<file path="config.mk">
export PLATFORM = sky130hd
export DESIGN_NAME = rvseed_top
export DESIGN_NICKNAME = d
export VERILOG_FILES = /design/src/hw/rvseed_pkg.sv /design/src/hw/rvseed_top.sv /design/src/hw/rvseed_reg_file.sv /design/src/hw/rvseed_alu.sv /design/src/hw/rvseed_imm_gen.sv /design/src/hw/rvseed_decoder.sv /design/src/hw/rvseed_fetch.sv
export SDC_FILE = /design/constraint.sdc
export NUM_CORES = 2
export LEC_CHECK = 0
export ABC_AREA = 0
export BUFFER_PORTS_ARGS = -buffer_cell sky130_fd_sc_hd__buf_2
export CORE_AREA = 2 2 379 419
export CTS_BUF_LIST = sky130_fd_sc_hd__clkbuf_4 sky130_fd_sc_hd__clkbuf_8
export CTS_CLUSTER_DIAMETER = 50
export DETAILED_ROUTE_END_ITERATION = 8
export DIE_AREA = 0 0 381 421
export PLACE_DENSITY = 0.64
export SETUP_SLACK_MARGIN = 0.3
export SYNTH_ARGS = -nofsm -noshare
export SYNTH_HDL_FRONTEND = slang
export SYNTH_SLANG_ARGS = --single-unit
export TNS_END_PERCENT = 50
</file>
<file path="constraint.sdc">
create_clock -name clk -period 13.2 [get_ports clk]
set_input_delay 2.64 -clock clk [delete_from_list [all_inputs] [get_ports clk]]
set_output_delay 2.64 -clock clk [all_outputs]
set_load 0.005 [all_outputs]
</file>
<file path="src/hw/rvseed_pkg.sv">
// core widths, major opcodes and the control enumerations shared by the rvseed RTL
`default_nettype none

package rvseed_pkg;

    localparam int XLEN       = 32;  // data and address width
    localparam int ILEN       = 32;  // instruction width
    localparam int REG_ADDR_W = 5;

    // major opcodes, inst[6:0]
    localparam logic [6:0] OPC_OP     = 7'b0110011;
    localparam logic [6:0] OPC_OP_IMM = 7'b0010011;
    localparam logic [6:0] OPC_LUI    = 7'b0110111;
    localparam logic [6:0] OPC_AUIPC  = 7'b0010111;
    localparam logic [6:0] OPC_JAL    = 7'b1101111;
    localparam logic [6:0] OPC_JALR   = 7'b1100111;
    localparam logic [6:0] OPC_BRANCH = 7'b1100011;
    localparam logic [6:0] OPC_SYSTEM = 7'b1110011;

    localparam logic [ILEN-1:0] INST_EBREAK = 32'h0010_0073;  // only SYSTEM encoding taken

    typedef enum logic [3:0] {
        ALU_ADD,
        ALU_SUB,
        ALU_SLL,
        ALU_SLT,
        ALU_SLTU,
        ALU_XOR,
        ALU_SRL,
        ALU_SRA,
        ALU_OR,
        ALU_AND
    } alu_op_e;

    // branch compare, rs1 against rs2
    typedef enum logic [2:0] {
        CMP_EQ,
        CMP_NE,
        CMP_LT,
        CMP_GE,
        CMP_LTU,
        CMP_GEU
    } cmp_op_e;

    typedef enum logic [2:0] {
        IMM_I,
        IMM_S,
        IMM_B,
        IMM_U,
        IMM_J
    } imm_sel_e;

    typedef enum logic [1:0] {
        SRC_A_RS1,
        SRC_A_PC,
        SRC_A_ZERO   // lui
    } src_a_e;

    typedef enum logic [1:0] {
        SRC_B_RS2,
        SRC_B_IMM,
        SRC_B_FOUR   // link address for jal and jalr
    } src_b_e;

endpackage

`default_nettype wire
</file>
<file path="src/hw/rvseed_top.sv">
// rvseed_top: core top level tying fetch, decoder, immediates, ALU and register file together
`default_nettype none

module rvseed_top #(
    parameter logic [rvseed_pkg::XLEN-1:0] RESET_PC = '0
) (
    input  logic                              clk,
    input  logic                              rst_n,
    output logic [rvseed_pkg::XLEN-1:0]       ibus_adr,
    input  logic [rvseed_pkg::XLEN-1:0]       ibus_dat,
    output logic                              ibus_cyc,
    output logic                              ibus_stb,
    input  logic                              ibus_ack,
    output logic                              commit_valid,
    output logic [rvseed_pkg::XLEN-1:0]       commit_pc,
    output logic                              commit_wen,
    output logic [rvseed_pkg::REG_ADDR_W-1:0] commit_rd,
    output logic [rvseed_pkg::XLEN-1:0]       commit_data,
    output logic                              halted,
    output logic                              illegal
);
    import rvseed_pkg::*;

    logic [ILEN-1:0]       inst;
    logic [XLEN-1:0]       pc;
    logic                  exec;        // one cycle per fetched instruction
    logic [REG_ADDR_W-1:0] rs1;
    logic [REG_ADDR_W-1:0] rs2;
    logic [REG_ADDR_W-1:0] rd;
    logic                  reg_wen;
    alu_op_e               alu_op;
    cmp_op_e               cmp_op;
    src_a_e                src_a;
    src_b_e                src_b;
    imm_sel_e              imm_sel;
    logic                  branch;
    logic                  jump;
    logic                  jalr;
    logic                  ebreak;
    logic                  illegal_op;
    logic [XLEN-1:0]       imm;
    logic [XLEN-1:0]       rs1_data;
    logic [XLEN-1:0]       rs2_data;
    logic [XLEN-1:0]       result;      // also the write-back value
    logic                  cond_true;

    rvseed_fetch #(
        .RESET_PC ( RESET_PC )
    ) u_fetch (.*);

    rvseed_decoder u_decoder (.*);

    rvseed_imm_gen u_imm_gen (.*);

    rvseed_alu u_alu (.*);

    rvseed_reg_file u_reg_file (
        .clk    ( clk      ),
        .rst_n  ( rst_n    ),
        .exec   ( exec     ),
        .wen    ( reg_wen  ),
        .waddr  ( rd       ),
        .wdata  ( result   ),
        .raddr1 ( rs1      ),
        .raddr2 ( rs2      ),
        .rdata1 ( rs1_data ),
        .rdata2 ( rs2_data )
    );

    // retire trace, sampled while commit_valid is high
    assign commit_pc   = pc;
    assign commit_wen  = reg_wen;
    assign commit_rd   = rd;
    assign commit_data = result;

endmodule

`default_nettype wire

</file>
<file path="src/hw/rvseed_reg_file.sv">
// rvseed_reg_file: x1..x31 with two read ports and one write port, x0 reads zero
`default_nettype none

module rvseed_reg_file (
    input  logic                              clk,
    input  logic                              rst_n,
    input  logic                              exec,
    input  logic                              wen,
    input  logic [rvseed_pkg::REG_ADDR_W-1:0] waddr,
    input  logic [rvseed_pkg::XLEN-1:0]       wdata,
    input  logic [rvseed_pkg::REG_ADDR_W-1:0] raddr1,
    input  logic [rvseed_pkg::REG_ADDR_W-1:0] raddr2,
    output logic [rvseed_pkg::XLEN-1:0]       rdata1,
    output logic [rvseed_pkg::XLEN-1:0]       rdata2
);
    import rvseed_pkg::*;

    logic [XLEN-1:0] regs [1:31];  // no storage for x0

    always_ff @(posedge clk or negedge rst_n) begin
        if (!rst_n) begin
            for (int i = 1; i < 32; i++) begin
                regs[i] <= '0;
            end
        end else if (exec && wen && (waddr != '0)) begin
            regs[waddr] <= wdata;
        end
    end

    assign rdata1 = (raddr1 == '0) ? '0 : regs[raddr1];
    assign rdata2 = (raddr2 == '0) ? '0 : regs[raddr2];

endmodule

`default_nettype wire

</file>
<file path="src/hw/rvseed_alu.sv">
// rvseed_alu: operand muxes, arithmetic and logic result, branch compare
`default_nettype none

module rvseed_alu (
    input  rvseed_pkg::alu_op_e         alu_op,
    input  rvseed_pkg::cmp_op_e         cmp_op,
    input  rvseed_pkg::src_a_e          src_a,
    input  rvseed_pkg::src_b_e          src_b,
    input  logic [rvseed_pkg::XLEN-1:0] rs1_data,
    input  logic [rvseed_pkg::XLEN-1:0] rs2_data,
    input  logic [rvseed_pkg::XLEN-1:0] imm,
    input  logic [rvseed_pkg::XLEN-1:0] pc,
    output logic [rvseed_pkg::XLEN-1:0] result,
    output logic                        cond_true
);
    import rvseed_pkg::*;

    logic [XLEN-1:0] op_a;
    logic [XLEN-1:0] op_b;
    logic [4:0]      shamt;

    always_comb begin
        case (src_a)
            SRC_A_PC:   op_a = pc;
            SRC_A_ZERO: op_a = '0;
            default:    op_a = rs1_data;
        endcase
        case (src_b)
            SRC_B_RS2:  op_b = rs2_data;
            SRC_B_FOUR: op_b = XLEN'(4);
            default:    op_b = imm;
        endcase
    end

    assign shamt = op_b[4:0];

    always_comb begin
        case (alu_op)
            ALU_SUB:  result = op_a - op_b;
            ALU_SLL:  result = op_a << shamt;
            ALU_SLT:  result = XLEN'($signed(op_a) < $signed(op_b));
            ALU_SLTU: result = XLEN'(op_a < op_b);
            ALU_XOR:  result = op_a ^ op_b;
            ALU_SRL:  result = op_a >> shamt;
            ALU_SRA:  result = $signed(op_a) >>> shamt;
            ALU_OR:   result = op_a | op_b;
            ALU_AND:  result = op_a & op_b;
            default:  result = op_a + op_b;
        endcase
    end

    // compare always on the register operands, independent of the muxes
    always_comb begin
        case (cmp_op)
            CMP_NE:  cond_true = (rs1_data != rs2_data);
            CMP_LT:  cond_true = ($signed(rs1_data) < $signed(rs2_data));
            CMP_GE:  cond_true = ($signed(rs1_data) >= $signed(rs2_data));
            CMP_LTU: cond_true = (rs1_data < rs2_data);
            CMP_GEU: cond_true = (rs1_data >= rs2_data);
            default: cond_true = (rs1_data == rs2_data);
        endcase
    end

endmodule

`default_nettype wire

</file>
<file path="src/hw/rvseed_imm_gen.sv">
// rvseed_imm_gen: sign-extended I, S, B, U and J immediates
`default_nettype none

module rvseed_imm_gen (
    input  logic [rvseed_pkg::ILEN-1:0] inst,
    input  rvseed_pkg::imm_sel_e        imm_sel,
    output logic [rvseed_pkg::XLEN-1:0] imm
);
    import rvseed_pkg::*;

    always_comb begin
        case (imm_sel)
            IMM_S:   imm = {{21{inst[31]}}, inst[30:25], inst[11:7]};
            IMM_B:   imm = {{20{inst[31]}}, inst[7], inst[30:25], inst[11:8], 1'b0};
            IMM_U:   imm = {inst[31:12], 12'b0};
            IMM_J:   imm = {{12{inst[31]}}, inst[19:12], inst[20], inst[30:21], 1'b0};
            default: imm = {{21{inst[31]}}, inst[30:20]};  // I format
        endcase
    end

endmodule

`default_nettype wire

</file>
<file path="src/hw/rvseed_decoder.sv">
// rvseed_decoder: opcode, funct3 and funct7 to register indices and datapath controls
`default_nettype none

module rvseed_decoder (
    input  logic [rvseed_pkg::ILEN-1:0]       inst,
    output logic [rvseed_pkg::REG_ADDR_W-1:0] rs1,
    output logic [rvseed_pkg::REG_ADDR_W-1:0] rs2,
    output logic [rvseed_pkg::REG_ADDR_W-1:0] rd,
    output logic                              reg_wen,
    output rvseed_pkg::alu_op_e               alu_op,
    output rvseed_pkg::cmp_op_e               cmp_op,
    output rvseed_pkg::src_a_e                src_a,
    output rvseed_pkg::src_b_e                src_b,
    output rvseed_pkg::imm_sel_e              imm_sel,
    output logic                              branch,
    output logic                              jump,
    output logic                              jalr,
    output logic                              ebreak,
    output logic                              illegal_op
);
    import rvseed_pkg::*;

    logic [6:0] opcode;
    logic [2:0] funct3;
    logic [6:0] funct7;
    logic       alt;          // sub or sra selected by funct7[5]
    logic       writes;
    alu_op_e    arith_op;

    assign opcode = inst[6:0];
    assign funct3 = inst[14:12];
    assign funct7 = inst[31:25];
    assign rs1    = inst[19:15];
    assign rs2    = inst[24:20];
    assign rd     = inst[11:7];

    // addi never turns into sub, only srai uses the alt bit
    assign alt = funct7[5] & ((opcode == OPC_OP) | (funct3 == 3'b101));

    always_comb begin
        case (funct3)
            3'b000:  arith_op = alt ? ALU_SUB : ALU_ADD;
            3'b001:  arith_op = ALU_SLL;
            3'b010:  arith_op = ALU_SLT;
            3'b011:  arith_op = ALU_SLTU;
            3'b100:  arith_op = ALU_XOR;
            3'b101:  arith_op = alt ? ALU_SRA : ALU_SRL;
            3'b110:  arith_op = ALU_OR;
            default: arith_op = ALU_AND;
        endcase
    end

    always_comb begin
        writes     = 1'b0;
        alu_op     = ALU_ADD;
        cmp_op     = CMP_EQ;
        src_a      = SRC_A_RS1;
        src_b      = SRC_B_IMM;
        imm_sel    = IMM_I;
        branch     = 1'b0;
        jump       = 1'b0;
        jalr       = 1'b0;
        ebreak     = 1'b0;
        illegal_op = 1'b0;
        case (opcode)
            OPC_OP: begin
                writes     = 1'b1;
                src_b      = SRC_B_RS2;
                alu_op     = arith_op;
                illegal_op = !(funct7 == 7'h00 ||
                               (funct7 == 7'h20 && (funct3 == 3'b000 || funct3 == 3'b101)));
            end
            OPC_OP_IMM: begin
                writes = 1'b1;
                alu_op = arith_op;
                if (funct3 == 3'b001) begin
                    illegal_op = (funct7 != 7'h00);
                end else if (funct3 == 3'b101) begin
                    illegal_op = (funct7 != 7'h00) && (funct7 != 7'h20);
                end
            end
            OPC_LUI: begin
                writes  = 1'b1;
                src_a   = SRC_A_ZERO;
                imm_sel = IMM_U;
            end
            OPC_AUIPC: begin
                writes  = 1'b1;
                src_a   = SRC_A_PC;
                imm_sel = IMM_U;
            end
            OPC_JAL: begin
                writes  = 1'b1;
                jump    = 1'b1;
                src_a   = SRC_A_PC;
                src_b   = SRC_B_FOUR;
                imm_sel = IMM_J;
            end
            OPC_JALR: begin
                writes     = 1'b1;
                jump       = 1'b1;
                jalr       = 1'b1;
                src_a      = SRC_A_PC;
                src_b      = SRC_B_FOUR;
                illegal_op = (funct3 != 3'b000);
            end
            OPC_BRANCH: begin
                branch  = 1'b1;
                imm_sel = IMM_B;
                case (funct3)
                    3'b000:  cmp_op = CMP_EQ;
                    3'b001:  cmp_op = CMP_NE;
                    3'b100:  cmp_op = CMP_LT;
                    3'b101:  cmp_op = CMP_GE;
                    3'b110:  cmp_op = CMP_LTU;
                    3'b111:  cmp_op = CMP_GEU;
                    default: illegal_op = 1'b1;
                endcase
            end
            OPC_SYSTEM: begin
                ebreak     = (inst == INST_EBREAK);
                illegal_op = (inst != INST_EBREAK);  // no ecall or csr
            end
            default: illegal_op = 1'b1;
        endcase

        if (illegal_op) begin
            writes = 1'b0;
            branch = 1'b0;
            jump   = 1'b0;
            jalr   = 1'b0;
        end
    end

    assign reg_wen = writes && (rd != '0);

endmodule

`default_nettype wire

</file>
<file path="src/hw/rvseed_fetch.sv">
// rvseed_fetch: pc register, next-pc mux, Wishbone read FSM, instruction register, halt state
`default_nettype none

module rvseed_fetch #(
    parameter logic [rvseed_pkg::XLEN-1:0] RESET_PC = '0
) (
    input  logic                        clk,
    input  logic                        rst_n,
    input  logic [rvseed_pkg::XLEN-1:0] ibus_dat,
    input  logic                        ibus_ack,
    input  logic                        branch,
    input  logic                        jump,
    input  logic                        jalr,
    input  logic                        cond_true,
    input  logic [rvseed_pkg::XLEN-1:0] imm,
    input  logic [rvseed_pkg::XLEN-1:0] rs1_data,
    input  logic                        ebreak,
    input  logic                        illegal_op,
    output logic [rvseed_pkg::XLEN-1:0] ibus_adr,
    output logic                        ibus_cyc,
    output logic                        ibus_stb,
    output logic [rvseed_pkg::ILEN-1:0] inst,
    output logic [rvseed_pkg::XLEN-1:0] pc,
    output logic                        exec,
    output logic                        commit_valid,
    output logic                        halted,
    output logic                        illegal
);
    import rvseed_pkg::*;

    typedef enum logic [1:0] {
        ST_FETCH,
        ST_EXEC,
        ST_STOP
    } state_e;

    state_e          state;
    logic            req;       // cyc and stb
    logic            stop;
    logic [XLEN-1:0] jalr_tgt;
    logic [XLEN-1:0] next_pc;

    assign stop     = ebreak | illegal_op;
    assign jalr_tgt = rs1_data + imm;

    always_comb begin
        next_pc = pc + XLEN'(4);
        if (jalr) begin
            next_pc = {jalr_tgt[XLEN-1:1], 1'b0};  // bit 0 cleared
        end else if (jump || (branch && cond_true)) begin
            next_pc = pc + imm;
        end
    end

    always_ff @(posedge clk or negedge rst_n) begin
        if (!rst_n) begin
            state   <= ST_FETCH;
            req     <= 1'b0;
            pc      <= RESET_PC;
            halted  <= 1'b0;
            illegal <= 1'b0;
        end else begin
            case (state)
                ST_FETCH: begin
                    if (!req) begin
                        req <= 1'b1;      // first request out of reset
                    end else if (ibus_ack) begin
                        req   <= 1'b0;
                        state <= ST_EXEC;
                    end
                end
                ST_EXEC: begin
                    pc <= next_pc;
                    if (stop) begin
                        state   <= ST_STOP;
                        halted  <= 1'b1;
                        illegal <= illegal_op;
                    end else begin
                        req   <= 1'b1;    // next fetch right after exec
                        state <= ST_FETCH;
                    end
                end
                default: begin
                    req <= 1'b0;          // parked until reset
                end
            endcase
        end
    end

    // data is captured in the same cycle that ack is seen
    always_ff @(posedge clk) begin
        if (req && ibus_ack) begin
            inst <= ibus_dat;
        end
    end

    assign ibus_adr     = pc;
    assign ibus_cyc     = req;
    assign ibus_stb     = req;
    assign exec         = (state == ST_EXEC);
    assign commit_valid = exec & ~stop;

endmodule

`default_nettype wire

</file>
==> results.yml <==
sta:
  fin_crit_ns: 12.04
  finalHoldViolCount: 0
  fin_crit_sh: 0.912
  drv_slew: 3
  relSlewSlack: -0.0428
  worst_pin_slew_ns: 1.55
  tns_ns: 0
  max_freq_mhz: 83.0
  rsz0062_at_grt: "false"
  setup_viol: 0
  clock_skew_ns: 0.0624
final_layout:
  final_util: 0.486
  layout.nets: 6955
  syn_to_final_growth_pct: 8.93
  drive_gt1_frac: 0.242
  multi_input_area_um2: 39600
  finalNonFillerCells: 8962
  fin_area_um2: 76100
  layout.area.seq_um2: 26700
  fill_cells: 14528
yosys:
  synth_area_um2: 69900
  yosysTopAreaCell: "dfrtp_1"
  synth_seq_cells: 1061
  ys.flop_type: "dfrtp_1"
  synth-compound-area-share: 0.175
  synth_xor_xnor_area_share: 0.0119
  syn_nets: 7030
  yosys-top-cells-area: "dfrtp_1, mux4_2, mux2_2"
  synth_top_family_by_area: "multiplexers"
  synth_cell_type_count: 126
  synth_warnings: 0
  async_flop_share: 0.970
  seq_area_frac_synth: 0.382
  synth_top_area_frac: 0.369
  synth.area.mux_share: 0.235
  synth_fa_ha_area_frac: 0.0355
  synth_edf_count: 32
  synth-simple-area-share: 0.104
  syn_inst: 6799
  syn_avg_cell_area_um2: 10.3
route:
  dr.first_iter.drc_count: 7120
  drtPass1Iterations: 6
  vias: 59634
  routed_wirelength_um: 310000
  antenna_left: 0
  drcViolationCount: 0
  wl_per_cell_um: 34.6
  vias_per_cell: 6.65
critical_path:
  end_kind: "primary output"
  path_class: "reg2out"
  path_cells: "buf_4, and2b_2, a22oi_1, a21oi_1, nor3_1, a22o_1, inv_1, ha_1, inv_1, fa_1, nor2b_1, o21ai_0, a2111oi_0, o21bai_1, nand3_1, a21oi_1, o211ai_1, o21ai_1, o31ai_1, mux2i_1, nor4_4, inv_1, buf_2"
  cp.arrival_ns: 9.40
  cp_common_cell: "inv_1"
  worstPathRequired_ns: 10.56
  critPathBufInv: 5
  crit_slowest_cell: "edfxtp_1"
  start_kind: "flip-flop"
  crit_family: "compound AO/OA/AOI/OAI gates"
  cp_max_fo: 38
  cp_slowest_stage_delay_ns: 0.87
min_path:
  hold_class: "reg2reg"
global_routing:
  grtUsageMet2: 0.576
  grt_usage: 0.381
  grt_pass1_wl_um: 439000
  first_global_vias: 58122
  grt_most_used_layer: "met2"
  overflow: 0
  use_met3: 0.112
  antenna_found_initial: 16
  grt_max_degree: 171
  grt_util_met1: 0.485
placed_design:
  placed_area_um2: 72200
  gp_congestion: 1.02
  place_inst: 8630
  post-dp-hpwl_um: 221000
  port_buffers: 141
power:
  peakVddDrop_uv: 79.6
  leakage_nw: 33.7
  p_total_mw: 9.59
  p_per_area_nw_per_um2: 126
floorplan:
  initial_utilization: 0.446
  fp.dieH_um: 421
  io_pins: 142
  fp.dieArea_um2: 160000
  die_w_um: 381
  num_rows: 153
  coreArea_um2: 157000
clock_network:
  cts_inserted_buffers: 184
  insertion_delay_ns: 0.98
  cts_sinks: 1061
  postCtsHoldBufs: 0
  cts_resized: 0
  cts_tree: "yes"
  cts.clk_slew.worst_paths_ns: 0.06
  cts_max_path_buffers: 3
  post-cts-setup-buffers: 0
  cts-root-buf: "clkbuf_8"
  ctsHtreeMaxLevel: 4
outcome:
  status: "complete, but fails checks"
  violations: "capacitance limit, slew limit"
flow_run:
  maxCapViolations: 1
sequential cells by signal, summed over array words and instances, names as in the netlist:
register / count
u_fetch.halted: 1
u_fetch.ibus_adr: 32
u_fetch.ibus_cyc: 1
u_fetch.illegal: 1
u_fetch.inst: 32
u_fetch.state: 2
u_reg_file.regs: 992
stage by stage:
stage | setup slack (ns) | hold slack (ns)
6_report | 1.16 | 0.463
5_1_grt | 0.893 | 0.469
4_1_cts | 1.20 | 0.465
3_5_place_dp | 2.28 | 0.448
3_3_place_gp | 2.33 | 0.442
2_1_floorplan | 3.49 | 0.451
logic make-up after synthesis:
family / Yosys count
AND/OR/NAND/NOR: 1650
adder cells (fa/ha/maj): 196
multiplexers: 1076
buffers and inverters: 803
flip-flops: 1061
AO/OA/AOI/OAI: 1918
XOR/XNOR: 95
power breakdown:
group / leakage [nW] / switching [mW] / internal [mW] / total [mW]
clock: 2.06 / 1.48 / 1.74 / 3.22
sequential: 14.6 / 0.181 / 3.31 / 3.49
combinational: 17.0 / 2.05 / 0.831 / 2.88
total: 33.7 / 3.71 / 5.88 / 9.59
layer usage:
layer | share of wire | wire [µm]
met1 | 0.39 | 119000
met2 | 0.44 | 138000
met4 | 0.068 | 21200
met5 | 0.00059 | 184
met3 | 0.10 | 31500
cell usage in the layout, fill, tap and decap left out, types with 212 or more instances in the layout:
master    count
mux2i_1     255
clkbuf_8    227
dfrtp_1    1029
buf_4       212
nor2_1      457
mux4_2      408
nand2_1     715
a21oi_1     445
o21ai_0     521
mux2_2      401
cell usage after synthesis (56+ instances only):
master / number
dfrtp_1: 1029
nand2_1: 717
o21ai_0: 521
nor2_1: 482
a21oi_1: 446
mux4_2: 408
mux2_2: 401
clkbuf_1: 335
mux2i_1: 255
ha_1: 192
o21ai_1: 166
inv_1: 161
nand3_1: 140
a22oi_1: 105
buf_2: 102
a21o_1: 88
buf_4: 75
o211ai_1: 71
nor3_1: 67
a22o_1: 56
final timing paths:
path	cells past startpoint	to	slack, ns	startpoint
min in group asynchronous	1	u_fetch.ibus_adr[24]$_DFFE_PN0P_	1.70	rst_n
setup reg to reg	21	u_reg_file.regs[959]$_DFFE_PN0P_	4.21	u_fetch.inst[22]$_DFFE_PP_
hold reg to reg	1	u_fetch.halted$_DFFE_PN0P_	0.46	u_fetch.halted$_DFFE_PN0P_
hold / removal	1	u_fetch.halted$_DFFE_PN0P_	0.46	u_fetch.halted$_DFFE_PN0P_
max in group asynchronous	3	u_reg_file.regs[12]$_DFFE_PN0P_	9.00	rst_n
setup / recovery	23	commit_data[30]	1.16	u_fetch.inst[17]$_DFFE_PP_
final cells by class:
cell class | instances | area share
Antenna cell | 11 | 0.000362
Clock buffer | 284 | 0.0467
Clock inverter | 37 | 0.00418
Inverter | 174 | 0.00866
Multi-Input combinational cell | 4935 | 0.521
Sequential cell | 1061 | 0.351
Tap cell | 2092 | 0.0344
Timing Repair Buffer | 368 | 0.0343
Power figures use the tool's default switching activity.
